==> config.mk <==
export PLATFORM = sky130hd
export DESIGN_NAME = ruche_x_edge_top
export DESIGN_NICKNAME = d
export VERILOG_FILES = /design/src/hdl/ruche_pkg.sv /design/src/hdl/ruche_link_stage.sv /design/src/hdl/ruche_link_chain.sv /design/src/hdl/ruche_tile_port.sv /design/src/hdl/ruche_edge_tieoff.sv /design/src/hdl/ruche_x_edge_top.sv
export SDC_FILE = /design/constraint.sdc
export NUM_CORES = 1
export LEC_CHECK = 0
export BUFFER_PORTS_ARGS = -buffer_cell sky130_fd_sc_hd__buf_2
export CAP_MARGIN = 20
export CORE_MARGIN = 2
export CORE_UTILIZATION = 40
export CTS_CLUSTER_DIAMETER = 80
export DETAILED_ROUTE_END_ITERATION = 8
export GPL_TIMING_DRIVEN = 0
export SLEW_MARGIN = 20
export SYNTH_ARGS = -nofsm -noshare
export SYNTH_HDL_FRONTEND = slang
export SYNTH_HIERARCHICAL = 1
export SYNTH_SLANG_ARGS = --single-unit
==> constraint.sdc <==
create_clock -name clk_i -period 4.9 [get_ports clk_i]
set_clock_uncertainty 0.1 [all_clocks]
set_input_delay 0.735 -clock clk_i [delete_from_list [all_inputs] [get_ports clk_i]]
set_output_delay 0.735 -clock clk_i [all_outputs]
set_load 0.05 [all_outputs]
==> src/hdl/ruche_pkg.sv <==
`default_nettype none

package ruche_pkg;

  localparam int x_cord_width = 4;   // x coordinate bits.
  localparam int y_cord_width = 3;   // y coordinate bits.
  localparam int addr_width = 16;    // request address bits.
  localparam int data_width = 32;    // data word bits.
  localparam int link_width = addr_width + data_width
                            + 2 * y_cord_width + 2 * x_cord_width;  // 62, sum of fwd fields.
  localparam int rev_pad_width = link_width - data_width - y_cord_width - x_cord_width;
  localparam int errant_count_width = 8;  // saturating errant counter.

  // request packet, top field first.
  typedef struct packed {
    logic [addr_width-1:0]   addr;
    logic [data_width-1:0]   data;
    logic [y_cord_width-1:0] src_y;
    logic [x_cord_width-1:0] src_x;
    logic [y_cord_width-1:0] dest_y;
    logic [x_cord_width-1:0] dest_x;
  } fwd_packet_t;

  // return packet, padded out to the request width.
  typedef struct packed {
    logic [data_width-1:0]    data;
    logic [rev_pad_width-1:0] pad;   // unused upper bits.
    logic [y_cord_width-1:0]  dest_y;
    logic [x_cord_width-1:0]  dest_x;
  } rev_packet_t;

  // one link word, read as a request on the fwd lane and as a return on the rev lane.
  typedef union packed {
    fwd_packet_t fwd;
    rev_packet_t rev;
  } link_data_t;

  // polarity of signals as they arrive at the edge.
  function automatic bit edge_invert_in(input int factor, input int stages, input bit west);
    bit stage_odd;
    stage_odd = (stages % 2) != 0;
    if (stages == 0) return 1'b0;        // no repeaters, plain polarity.
    if ((factor % 2) == 0) return stage_odd;
    return west ? stage_odd : !stage_odd;  // odd factor depends on the side.
  endfunction

  // polarity the edge must drive, the same rule seen from the other side.
  function automatic bit edge_invert_out(input int factor, input int stages, input bit west);
    return edge_invert_in(factor, stages, !west);
  endfunction

endpackage

`default_nettype wire

==> src/hdl/ruche_link_stage.sv <==
`timescale 1ns/100ps
`default_nettype none

module ruche_link_stage #(
  parameter logic [1:0] reset_invert_p = 2'b00  // idle polarity, [0] toward edge, [1] back.
) (
  input  wire                            clk_i,
  input  wire                            reset_i,
  input  wire                            in_fwd_v,
  input  wire  [ruche_pkg::link_width-1:0] in_fwd_data,
  input  wire                            in_rev_v,
  input  wire  [ruche_pkg::link_width-1:0] in_rev_data,
  input  wire                            in_ready_back,
  output logic                           out_fwd_v,
  output logic [ruche_pkg::link_width-1:0] out_fwd_data,
  output logic                           out_rev_v,
  output logic [ruche_pkg::link_width-1:0] out_rev_data,
  output logic                           out_ready_back,
  input  wire                            back_in_fwd_v,
  input  wire  [ruche_pkg::link_width-1:0] back_in_fwd_data,
  input  wire                            back_in_rev_v,
  input  wire  [ruche_pkg::link_width-1:0] back_in_rev_data,
  input  wire                            back_in_ready,
  output logic                           back_out_fwd_v,
  output logic [ruche_pkg::link_width-1:0] back_out_fwd_data,
  output logic                           back_out_rev_v,
  output logic [ruche_pkg::link_width-1:0] back_out_rev_data,
  output logic                           back_out_ready
);
  import ruche_pkg::*;

  always_ff @(posedge clk_i) begin
    if (!reset_i) begin
      out_fwd_v         <= reset_invert_p[0];  // load the value that decodes as idle.
      out_fwd_data      <= {link_width{reset_invert_p[0]}};
      out_rev_v         <= reset_invert_p[0];
      out_rev_data      <= {link_width{reset_invert_p[0]}};
      out_ready_back    <= reset_invert_p[0];
      back_out_fwd_v    <= reset_invert_p[1];
      back_out_fwd_data <= {link_width{reset_invert_p[1]}};
      back_out_rev_v    <= reset_invert_p[1];
      back_out_rev_data <= {link_width{reset_invert_p[1]}};
      back_out_ready    <= reset_invert_p[1];
    end else begin
      out_fwd_v         <= ~in_fwd_v;          // inverting repeater, no buffer needed.
      out_fwd_data      <= ~in_fwd_data;
      out_rev_v         <= ~in_rev_v;
      out_rev_data      <= ~in_rev_data;
      out_ready_back    <= ~in_ready_back;
      back_out_fwd_v    <= ~back_in_fwd_v;
      back_out_fwd_data <= ~back_in_fwd_data;
      back_out_rev_v    <= ~back_in_rev_v;
      back_out_rev_data <= ~back_in_rev_data;
      back_out_ready    <= ~back_in_ready;
    end
  end

  // a tile that injects an unknown valid would poison every stage behind it.
  a_fwd_v_known: assert property (@(posedge clk_i) disable iff (!reset_i)
    !$isunknown(out_fwd_v ^ reset_invert_p[0]))
    else $error("ruche stage fwd valid is unknown");

endmodule

`default_nettype wire

==> src/hdl/ruche_link_chain.sv <==
`timescale 1ns/100ps
`default_nettype none

module ruche_link_chain #(
  parameter int ruche_factor_p  = 3,
  parameter int ruche_stage_p   = 2,
  parameter bit west_not_east_p = 1'b1
) (
  input  wire                              clk_i,
  input  wire                              reset_i,
  input  wire                              tile_fwd_v,
  input  wire  [ruche_pkg::link_width-1:0] tile_fwd_data,
  input  wire                              tile_rev_v,
  input  wire  [ruche_pkg::link_width-1:0] tile_rev_data,
  input  wire                              tile_ready_back,
  output logic                             edge_fwd_v,
  output logic [ruche_pkg::link_width-1:0] edge_fwd_data,
  output logic                             edge_rev_v,
  output logic [ruche_pkg::link_width-1:0] edge_rev_data,
  output logic                             edge_ready_back,
  input  wire                              edge_back_fwd_v,
  input  wire  [ruche_pkg::link_width-1:0] edge_back_fwd_data,
  input  wire                              edge_back_rev_v,
  input  wire  [ruche_pkg::link_width-1:0] edge_back_rev_data,
  input  wire                              edge_back_ready,
  output logic                             tile_back_fwd_v,
  output logic [ruche_pkg::link_width-1:0] tile_back_fwd_data,
  output logic                             tile_back_rev_v,
  output logic [ruche_pkg::link_width-1:0] tile_back_rev_data,
  output logic                             tile_back_ready
);
  import ruche_pkg::*;

  localparam bit inv_in_lp  = edge_invert_in(ruche_factor_p, ruche_stage_p, west_not_east_p);
  localparam bit inv_out_lp = edge_invert_out(ruche_factor_p, ruche_stage_p, west_not_east_p);

  logic [ruche_stage_p:0]                 fwd_v_w;       // index 0 is the tile side.
  logic [ruche_stage_p:0][link_width-1:0] fwd_data_w;
  logic [ruche_stage_p:0]                 rev_v_w;
  logic [ruche_stage_p:0][link_width-1:0] rev_data_w;
  logic [ruche_stage_p:0]                 ready_w;
  logic [ruche_stage_p:0]                 back_fwd_v_w;  // index ruche_stage_p is the edge.
  logic [ruche_stage_p:0][link_width-1:0] back_fwd_data_w;
  logic [ruche_stage_p:0]                 back_rev_v_w;
  logic [ruche_stage_p:0][link_width-1:0] back_rev_data_w;
  logic [ruche_stage_p:0]                 back_ready_w;

  if (ruche_stage_p < 1 || ruche_stage_p > 4) begin : g_bad_stage
    $error("ruche_stage_p must be 1 to 4");
  end

  assign fwd_v_w[0]    = tile_fwd_v;
  assign fwd_data_w[0] = tile_fwd_data;
  assign rev_v_w[0]    = tile_rev_v;
  assign rev_data_w[0] = tile_rev_data;
  assign ready_w[0]    = tile_ready_back;
  assign edge_fwd_v      = fwd_v_w[ruche_stage_p];
  assign edge_fwd_data   = fwd_data_w[ruche_stage_p];
  assign edge_rev_v      = rev_v_w[ruche_stage_p];
  assign edge_rev_data   = rev_data_w[ruche_stage_p];
  assign edge_ready_back = ready_w[ruche_stage_p];

  assign back_fwd_v_w[ruche_stage_p]    = edge_back_fwd_v;
  assign back_fwd_data_w[ruche_stage_p] = edge_back_fwd_data;
  assign back_rev_v_w[ruche_stage_p]    = edge_back_rev_v;
  assign back_rev_data_w[ruche_stage_p] = edge_back_rev_data;
  assign back_ready_w[ruche_stage_p]    = edge_back_ready;
  assign tile_back_fwd_v    = back_fwd_v_w[0];
  assign tile_back_fwd_data = back_fwd_data_w[0];
  assign tile_back_rev_v    = back_rev_v_w[0];
  assign tile_back_rev_data = back_rev_data_w[0];
  assign tile_back_ready    = back_ready_w[0];

  for (genvar i = 0; i < ruche_stage_p; i++) begin : g_stage
    // idle polarity counts the inversions still ahead of each output.
    localparam bit fwd_inv_lp  = inv_in_lp ^ (((ruche_stage_p - 1 - i) % 2) != 0);
    localparam bit back_inv_lp = inv_out_lp ^ (((ruche_stage_p - i) % 2) != 0);

    ruche_link_stage #(.reset_invert_p({back_inv_lp, fwd_inv_lp})) u_stage (
      .clk_i             (clk_i),
      .reset_i           (reset_i),
      .in_fwd_v          (fwd_v_w[i]),
      .in_fwd_data       (fwd_data_w[i]),
      .in_rev_v          (rev_v_w[i]),
      .in_rev_data       (rev_data_w[i]),
      .in_ready_back     (ready_w[i]),
      .out_fwd_v         (fwd_v_w[i+1]),
      .out_fwd_data      (fwd_data_w[i+1]),
      .out_rev_v         (rev_v_w[i+1]),
      .out_rev_data      (rev_data_w[i+1]),
      .out_ready_back    (ready_w[i+1]),
      .back_in_fwd_v     (back_fwd_v_w[i+1]),
      .back_in_fwd_data  (back_fwd_data_w[i+1]),
      .back_in_rev_v     (back_rev_v_w[i+1]),
      .back_in_rev_data  (back_rev_data_w[i+1]),
      .back_in_ready     (back_ready_w[i+1]),
      .back_out_fwd_v    (back_fwd_v_w[i]),
      .back_out_fwd_data (back_fwd_data_w[i]),
      .back_out_rev_v    (back_rev_v_w[i]),
      .back_out_rev_data (back_rev_data_w[i]),
      .back_out_ready    (back_ready_w[i])
    );
  end

endmodule

`default_nettype wire

==> src/hdl/ruche_tile_port.sv <==
`timescale 1ns/100ps
`default_nettype none

module ruche_tile_port #(
  parameter int ruche_factor_p  = 3,
  parameter int ruche_stage_p   = 2,
  parameter bit west_not_east_p = 1'b1
) (
  input  wire                              fwd_v,
  input  wire  ruche_pkg::link_data_t      fwd_data,
  input  wire                              rev_v,
  input  wire  ruche_pkg::link_data_t      rev_data,
  output logic                             fwd_ready,
  output logic                             rev_ret_v,
  output ruche_pkg::link_data_t            rev_ret_data,
  output logic                             link_fwd_v,
  output logic [ruche_pkg::link_width-1:0] link_fwd_data,
  output logic                             link_rev_v,
  output logic [ruche_pkg::link_width-1:0] link_rev_data,
  output logic                             link_ready_back,
  input  wire                              link_back_fwd_v,
  input  wire  [ruche_pkg::link_width-1:0] link_back_fwd_data,
  input  wire                              link_back_rev_v,
  input  wire  [ruche_pkg::link_width-1:0] link_back_rev_data,
  input  wire                              link_back_ready
);
  import ruche_pkg::*;

  localparam bit stage_odd_lp = (ruche_stage_p % 2) != 0;
  // stage zero polarity, so the edge sees edge_invert_in after the chain.
  localparam bit tx_inv_lp =
    edge_invert_in(ruche_factor_p, ruche_stage_p, west_not_east_p) ^ stage_odd_lp;
  localparam bit rx_inv_lp =
    edge_invert_out(ruche_factor_p, ruche_stage_p, west_not_east_p) ^ stage_odd_lp;
  localparam logic [link_width-1:0] tx_mask_lp = {link_width{tx_inv_lp}};
  localparam logic [link_width-1:0] rx_mask_lp = {link_width{rx_inv_lp}};

  logic                  back_fwd_v;     // plain polarity returns.
  logic [link_width-1:0] back_fwd_data;
  logic                  back_rev_v;
  logic [link_width-1:0] back_rev_data;

  assign link_fwd_v      = fwd_v ^ tx_inv_lp;
  assign link_fwd_data   = fwd_data ^ tx_mask_lp;
  assign link_rev_v      = rev_v ^ tx_inv_lp;
  assign link_rev_data   = rev_data ^ tx_mask_lp;
  assign link_ready_back = ~tx_inv_lp;  // tile always takes returns.

  assign back_fwd_v    = link_back_fwd_v ^ rx_inv_lp;
  assign back_fwd_data = link_back_fwd_data ^ rx_mask_lp;
  assign back_rev_v    = link_back_rev_v ^ rx_inv_lp;
  assign back_rev_data = link_back_rev_data ^ rx_mask_lp;
  assign fwd_ready     = link_back_ready ^ rx_inv_lp;

  // both returning lanes land in the one rev stream, fwd first.
  assign rev_ret_v    = back_fwd_v | back_rev_v;
  assign rev_ret_data = back_fwd_v ? back_fwd_data : back_rev_data;

endmodule

`default_nettype wire

==> src/hdl/ruche_edge_tieoff.sv <==
`timescale 1ns/100ps
`default_nettype none

module ruche_edge_tieoff #(
  parameter int ruche_factor_p  = 3,
  parameter int ruche_stage_p   = 2,
  parameter bit west_not_east_p = 1'b1
) (
  input  wire                                      clk_i,
  input  wire                                      reset_i,
  input  wire                                      edge_fwd_v,
  input  wire  [ruche_pkg::link_width-1:0]         edge_fwd_data,
  input  wire                                      edge_rev_v,
  input  wire  [ruche_pkg::link_width-1:0]         edge_rev_data,
  input  wire                                      edge_ready_back,
  output logic                                     tie_fwd_v,
  output logic [ruche_pkg::link_width-1:0]         tie_fwd_data,
  output logic                                     tie_rev_v,
  output logic [ruche_pkg::link_width-1:0]         tie_rev_data,
  output logic                                     tie_ready,
  output logic                                     errant_fwd,
  output logic                                     errant_rev,
  output logic [ruche_pkg::errant_count_width-1:0] errant_count,
  output logic [ruche_pkg::x_cord_width-1:0]       last_src_x,
  output logic [ruche_pkg::y_cord_width-1:0]       last_dest_y,
  output logic [ruche_pkg::x_cord_width-1:0]       last_dest_x
);
  import ruche_pkg::*;

  localparam bit inv_in_lp  = edge_invert_in(ruche_factor_p, ruche_stage_p, west_not_east_p);
  localparam bit inv_out_lp = edge_invert_out(ruche_factor_p, ruche_stage_p, west_not_east_p);
  localparam logic [link_width-1:0] in_mask_lp = {link_width{inv_in_lp}};
  localparam logic [errant_count_width-1:0] count_max_lp = '1;

  logic                        fwd_hit;     // decoded valids at the edge.
  logic                        rev_hit;
  link_data_t                  fwd_word;    // read as a request.
  link_data_t                  rev_word;    // read as a return.
  logic [errant_count_width:0] count_sum;   // one spare bit for saturation.

  // constant that decodes as idle, not ready, at the tile.
  assign tie_fwd_v    = inv_out_lp;
  assign tie_fwd_data = {link_width{inv_out_lp}};
  assign tie_rev_v    = inv_out_lp;
  assign tie_rev_data = {link_width{inv_out_lp}};
  assign tie_ready    = inv_out_lp;

  assign fwd_hit    = edge_fwd_v ^ inv_in_lp;
  assign rev_hit    = edge_rev_v ^ inv_in_lp;
  assign fwd_word   = edge_fwd_data ^ in_mask_lp;
  assign rev_word   = edge_rev_data ^ in_mask_lp;

  // both lanes in one cycle add two.
  assign count_sum = {1'b0, errant_count}
                   + (errant_count_width + 1)'(fwd_hit)
                   + (errant_count_width + 1)'(rev_hit);

  always_ff @(posedge clk_i) begin
    if (!reset_i) begin
      errant_fwd   <= 1'b0;
      errant_rev   <= 1'b0;
      errant_count <= '0;
      last_src_x   <= '0;
      last_dest_y  <= '0;
      last_dest_x  <= '0;
    end else begin
      errant_fwd   <= fwd_hit;  // one pulse per packet.
      errant_rev   <= rev_hit;
      errant_count <= count_sum[errant_count_width] ? count_max_lp
                                                    : count_sum[errant_count_width-1:0];
      if (fwd_hit) begin          // fwd wins the capture.
        last_src_x  <= fwd_word.fwd.src_x;
        last_dest_y <= fwd_word.fwd.dest_y;
        last_dest_x <= fwd_word.fwd.dest_x;
      end else if (rev_hit) begin
        last_src_x  <= '0;        // return carries no source.
        last_dest_y <= rev_word.rev.dest_y;
        last_dest_x <= rev_word.rev.dest_x;
      end
    end
  end

  a_count_monotonic: assert property (@(posedge clk_i) disable iff (!reset_i)
    errant_count >= $past(errant_count))
    else $error("errant count went down");

endmodule

`default_nettype wire

==> src/hdl/ruche_x_edge_top.sv <==
`timescale 1ns/100ps
`default_nettype none

module ruche_x_edge_top #(
  parameter int ruche_factor_p  = 3,
  parameter int ruche_stage_p   = 2,
  parameter bit west_not_east_p = 1'b1
) (
  input  wire                                      clk_i,
  input  wire                                      reset_i,
  input  wire                                      fwd_v,
  input  wire  ruche_pkg::link_data_t              fwd_data,
  input  wire                                      rev_v,
  input  wire  ruche_pkg::link_data_t              rev_data,
  output logic                                     fwd_ready,
  output logic                                     rev_ret_v,
  output ruche_pkg::link_data_t                    rev_ret_data,
  output logic                                     errant_fwd,
  output logic                                     errant_rev,
  output logic [ruche_pkg::errant_count_width-1:0] errant_count,
  output logic [ruche_pkg::x_cord_width-1:0]       last_src_x,
  output logic [ruche_pkg::y_cord_width-1:0]       last_dest_y,
  output logic [ruche_pkg::x_cord_width-1:0]       last_dest_x
);
  import ruche_pkg::*;

  logic                  link_fwd_v;         // tile port into the chain.
  logic [link_width-1:0] link_fwd_data;
  logic                  link_rev_v;
  logic [link_width-1:0] link_rev_data;
  logic                  link_ready_back;
  logic                  link_back_fwd_v;    // chain back into the tile port.
  logic [link_width-1:0] link_back_fwd_data;
  logic                  link_back_rev_v;
  logic [link_width-1:0] link_back_rev_data;
  logic                  link_back_ready;
  logic                  edge_fwd_v;         // chain into the tieoff.
  logic [link_width-1:0] edge_fwd_data;
  logic                  edge_rev_v;
  logic [link_width-1:0] edge_rev_data;
  logic                  edge_ready_back;
  logic                  tie_fwd_v;          // tieoff back into the chain.
  logic [link_width-1:0] tie_fwd_data;
  logic                  tie_rev_v;
  logic [link_width-1:0] tie_rev_data;
  logic                  tie_ready;

  ruche_tile_port #(
    .ruche_factor_p (ruche_factor_p),
    .ruche_stage_p  (ruche_stage_p),
    .west_not_east_p(west_not_east_p)
  ) u_tile_port (
    .fwd_v             (fwd_v),
    .fwd_data          (fwd_data),
    .rev_v             (rev_v),
    .rev_data          (rev_data),
    .fwd_ready         (fwd_ready),
    .rev_ret_v         (rev_ret_v),
    .rev_ret_data      (rev_ret_data),
    .link_fwd_v        (link_fwd_v),
    .link_fwd_data     (link_fwd_data),
    .link_rev_v        (link_rev_v),
    .link_rev_data     (link_rev_data),
    .link_ready_back   (link_ready_back),
    .link_back_fwd_v   (link_back_fwd_v),
    .link_back_fwd_data(link_back_fwd_data),
    .link_back_rev_v   (link_back_rev_v),
    .link_back_rev_data(link_back_rev_data),
    .link_back_ready   (link_back_ready)
  );

  ruche_link_chain #(
    .ruche_factor_p (ruche_factor_p),
    .ruche_stage_p  (ruche_stage_p),
    .west_not_east_p(west_not_east_p)
  ) u_chain (
    .clk_i             (clk_i),
    .reset_i           (reset_i),
    .tile_fwd_v        (link_fwd_v),
    .tile_fwd_data     (link_fwd_data),
    .tile_rev_v        (link_rev_v),
    .tile_rev_data     (link_rev_data),
    .tile_ready_back   (link_ready_back),
    .edge_fwd_v        (edge_fwd_v),
    .edge_fwd_data     (edge_fwd_data),
    .edge_rev_v        (edge_rev_v),
    .edge_rev_data     (edge_rev_data),
    .edge_ready_back   (edge_ready_back),
    .edge_back_fwd_v   (tie_fwd_v),
    .edge_back_fwd_data(tie_fwd_data),
    .edge_back_rev_v   (tie_rev_v),
    .edge_back_rev_data(tie_rev_data),
    .edge_back_ready   (tie_ready),
    .tile_back_fwd_v   (link_back_fwd_v),
    .tile_back_fwd_data(link_back_fwd_data),
    .tile_back_rev_v   (link_back_rev_v),
    .tile_back_rev_data(link_back_rev_data),
    .tile_back_ready   (link_back_ready)
  );

  ruche_edge_tieoff #(
    .ruche_factor_p (ruche_factor_p),
    .ruche_stage_p  (ruche_stage_p),
    .west_not_east_p(west_not_east_p)
  ) u_tieoff (
    .clk_i          (clk_i),
    .reset_i        (reset_i),
    .edge_fwd_v     (edge_fwd_v),
    .edge_fwd_data  (edge_fwd_data),
    .edge_rev_v     (edge_rev_v),
    .edge_rev_data  (edge_rev_data),
    .edge_ready_back(edge_ready_back),
    .tie_fwd_v      (tie_fwd_v),
    .tie_fwd_data   (tie_fwd_data),
    .tie_rev_v      (tie_rev_v),
    .tie_rev_data   (tie_rev_data),
    .tie_ready      (tie_ready),
    .errant_fwd     (errant_fwd),
    .errant_rev     (errant_rev),
    .errant_count   (errant_count),
    .last_src_x     (last_src_x),
    .last_dest_y    (last_dest_y),
    .last_dest_x    (last_dest_x)
  );

endmodule

`default_nettype wire

# == After elaboration in Yosys (flattened, before gate mapping) ==
# Index checks and enable logic that the tools add are counted.
# Widths: inputs -> output; s select.
# op_classes
addsub,2
muxes,7
bitwise,8
reduce_logical,1
# op_table
operator,n
$not 11->11,2
$mux 4,4
$not 7->7,2
$add 8x1->9,1
$add 9x1->9,1
$mux 8,1
$mux 3,2
$not 1->1,4
$reduce_bool 2->1,1
# totals
regBits,61
inputBits,128
output_inout_bits,85
elab_cells,32

# == Depth between registers and ports, before layout ==
# logic_depth
ltp_word,3
ltp_mapped,5

# == By module ==
# The synthesis kept the hierarchy.
# modules_own_cells
module,instances,cells_each,area_each_um2,seq_area_each_um2
ruche_link_stage at u_chain.g_stage[1].u_stage,1,536,6866.6,5084.9
ruche_link_stage at u_chain.g_stage[0].u_stage,1,536,6209.7,5084.9
ruche_edge_tieoff,1,226,1880.6,420.4
ruche_tile_port,1,199,1686.6,0.0

# == Least setup slack after synthesis ==
# No wires, ideal clock.
# synth_path
path_kind,reg2out
start,"reg, netlist name u_chain/g_stage[0].u_stage/back_out_fwd_v"
end,"out, netlist name rev_ret_data[10]"
arrival_ns,1.493
required_time_ns,4.065
setup_slack_ns,2.572
stages_incl_launch_ff,4
path_cell_list,dfxtp_1 -> buf_6 -> buf_8 -> mux2i_1

==> run_results.csv <==
group,metric,value,unit
floorplan,die_x,165,µm
detailed_routing,via_count,5893,
finish,drive_gt1_share,26.9,%
clock_network,cts_hold_buf,0,
logic_synthesis,synth_area_per_cell,11.0,µm²
pwr,irDropWorstVdd,0.000201,V
clock_network,cts_resized,0,
logic_synthesis,yosys_warnings,6,
clock_network,cts-htree-levels,1,
sta,tightest_slew,0.525,ns
logic_synthesis,synth_cells,945,
sta,min_period,2.75,ns
clock_network,clock-root-buffer,"clkbuf_16",
clock_network,clkTransAtPathRegs,0.06,ns
grt,top_usage_layer,"met2",
setup_path,worstPathArrival,1.91,ns
grt,grt_pass1_vias,5547,
pwr,p_leak,6.07,nW
pwr,power.share.switching,21.9,%
grt,grtUsageMet1,15.3,%
pwr,p_switching,0.00120,W
sta,final.setup.tns,0,ns
finish,nets,1320,
min_path,min_path_type,"in -> reg",
setup_path,crit_path_start_kind,"flop",
sta,fmax,364,MHz
place,place_congestion,0.754,
sta,relSlewSlack,65.0,%
clock_network,clock_path_buffers,3,
sta,post-route-period-util,56.1,%
place,place_ws,2.72,ns
grt,overflow,0,
finish,areaGrowthSynthToFinish,22.8,%
floorplan,die-area,27200,µm²
floorplan,start_util,40.9,%
pwr,powerDensity,431,nW/µm²
pwr,p_comb_share,7.4,%
setup_path,rr_worst_depth,5,
setup_path,cp.required,4.07,ns
setup_path,reg2reg_from,"u_chain/g_stage[1].u_stage/out_fwd_v$_SDFF_PN0_",
detailed_routing,ant_nets,0,
setup_path,cp-end-kind,"output pin",
detailed_routing,drtIter0Drc,197,
logic_synthesis,synthesis.area,10400,µm²
sta,rsz0062_at_grt,"no",
detailed_routing,drcViolationCount,0,
detailed_routing,drt_first_pass_iters,4,
clock_network,cts_tree,"yes",
outcome,status,"finished, final reports clean",
setup_path,crit_start,"u_chain/g_stage[0].u_stage/back_out_fwd_v$_SDFF_PN1_",
detailed_routing,drt_wl_total,16600,µm
detailed_routing,via_per_inst,3.82,
setup_path,worstSetupPathType,"reg -> out",
clock_network,clk_latency,0.54,ns
finish,nFillCells,2333,
floorplan,rows,58,
sta,setup_slack,2.15,ns
sta,drv_slew,0,
clock_network,cts_buffers,31,
place,io_buffers,86,
grt,grt_max_degree,16,
grt,grt_pass1_wl,26900,µm
clock_network,cts.sinks,315,
sta,hold_viol,0,
grt,met3_usage,2.24,%
clock_network,post_cts_buffers,0,
floorplan,core_area,25300,µm²
grt,grt_antenna_before_repair,0,
place,place_hpwl,10900,µm
grt,grtUsageTotal,12.5,%
setup_path,ff2ff_setup_slack,3.03,ns
pwr,p_seq_share,49.3,%
grt,gr-usage-met2,22.4,%
pwr,p_int,0.00429,W
pwr,clkPwrFrac,43.3,%
setup_path,reg2reg_to,"u_tieoff/errant_count[5]$_SDFF_PN0_",
setup_path,crit_fanout,10,
detailed_routing,wl_per_cell,10.8,µm
run,maxCapViolations,0,
floorplan,die_h,165,µm
sta,setup_viol,0,
finish,diodes,0,
setup_path,endpoint,"rev_ret_data[40]",
floorplan,io_pins,213,
[stage by stage]
| stage | util, % | hold WS (ns) | cell area, µm² | instances | power, W |
|---|---|---|---|---|---|
| after floorplan | - | 0.243 | 10800 | 1071 | 0.00309 |
| after global placement | 46.1 | 0.245 | 11700 | 1487 | 0.00317 |
| after detailed placement | 46.1 | 0.247 | 11700 | 1487 | 0.00317 |
| after CTS | 50.3 | 0.206 | 12700 | 1543 | 0.00557 |
| after global routing | 50.3 | 0.211 | 12700 | 1543 | 0.00572 |
| final | 50.3 | 0.239 | 12700 | 1543 | 0.00549 |
[power groups by stage]
| stage | sequential [W] | combinational (W) | clock [W] |
|---|---|---|---|
| 5_1_grt | 0.00272 | 0.000449 | 0.00256 |
| 4_1_cts | 0.00271 | 0.000409 | 0.00246 |
| 3_5_place_dp | 0.00276 | 0.000408 | 0 |
| 3_3_place_gp | 0.00276 | 0.000406 | 0 |
| 2_1_floorplan | 0.00277 | 0.000325 | 0 |
| 6_report | 0.00271 | 0.000408 | 0.00238 |
[per-layer routing]
layer	vias to the layer above	wire [µm]
met4	0	276
li1	3151	-
met1	2634	7580
met5	-	0
met3	20	664
met2	88	8070
[layout make-up]
cell class                      count  area (µm²)  share of cell area, %
Sequential cell                   315        6310                   49.5
Multi-Input combinational cell    553        3040                   23.9
Buffer                            199        1480                   11.6
Clock buffer                       44         905                   7.10
Timing Repair Buffer               86         430                   3.38
Tap cell                          330         413                   3.24
Clock inverter                     12         148                   1.16
Inverter                            4        15.0                  0.118
[cell usage in the layout (no fill, tap or decap), types with 2 or more instances in the layout]
cell type and n:
buf_8 6, buf_6 9, a21oi_1 4, mux2i_1 69, nor2b_1 151, clkbuf_1 19, and2_1 9, nor2_1 2
conb_1 127, inv_1 4, dfxtp_1 315, clkbuf_8 8, buf_2 101, o21ai_0 9, clkinv_2 5, buf_4 155
clkinvlp_4 2, nand2_1 157, nor3b_1 4, o21a_1 4, bufinv_16 3, nand3_1 2, clkbuf_16 31
[registers in the layout, indices dropped and copies added, names as in the netlist]
| register | cells |
|---|---|
| u_tieoff/last_dest_y | 3 |
| u_chain/g_stage.u_stage/out_fwd_data | 22 |
| u_tieoff/errant_count | 8 |
| u_chain/g_stage.u_stage/back_out_rev_v | 2 |
| u_chain/g_stage.u_stage/back_out_fwd_v | 2 |
| u_chain/g_stage.u_stage/back_out_rev_data | 124 |
| u_tieoff/errant_rev | 1 |
| u_chain/g_stage.u_stage/back_out_fwd_data | 124 |
| u_chain/g_stage.u_stage/out_fwd_v | 2 |
| u_tieoff/errant_fwd | 1 |
| u_chain/g_stage.u_stage/back_out_ready | 2 |
| u_chain/g_stage.u_stage/out_rev_v | 2 |
| u_tieoff/last_dest_x | 4 |
| u_chain/g_stage.u_stage/out_rev_data | 14 |
| u_tieoff/last_src_x | 4 |
[worst min-delay path by stage]
stage / cells after the start / slack [ns] / end / from
after floorplan: 1 / 0.24 / u_chain/g_stage[0].u_stage/back_out_fwd_data[0]$_SDFF_PN1_ / u_chain/g_stage[1].u_stage/back_out_fwd_data[0]$_SDFF_PN0_
after global placement: 1 / 0.24 / u_chain/g_stage[0].u_stage/back_out_rev_data[18]$_SDFF_PN1_ / u_chain/g_stage[1].u_stage/back_out_rev_data[18]$_SDFF_PN0_
after detailed placement: 1 / 0.25 / u_chain/g_stage[0].u_stage/back_out_fwd_data[59]$_SDFF_PN1_ / u_chain/g_stage[1].u_stage/back_out_fwd_data[59]$_SDFF_PN0_
after CTS: 2 / 0.21 / u_chain/g_stage[0].u_stage/out_rev_v$_SDFF_PN1_ / rev_v
after global routing: 2 / 0.21 / u_chain/g_stage[0].u_stage/out_rev_v$_SDFF_PN1_ / rev_v
final: 2 / 0.24 / u_chain/g_stage[0].u_stage/out_rev_v$_SDFF_PN1_ / rev_v
[worst max-delay path, cell delays in order, from the launching register on]
cell,delay (ns)
dfxtp_1,0.32
buf_6,0.20
buf_8,0.20
mux2i_1,0.32
buf_2,0.32
Power figures use the tool's default switching activity.
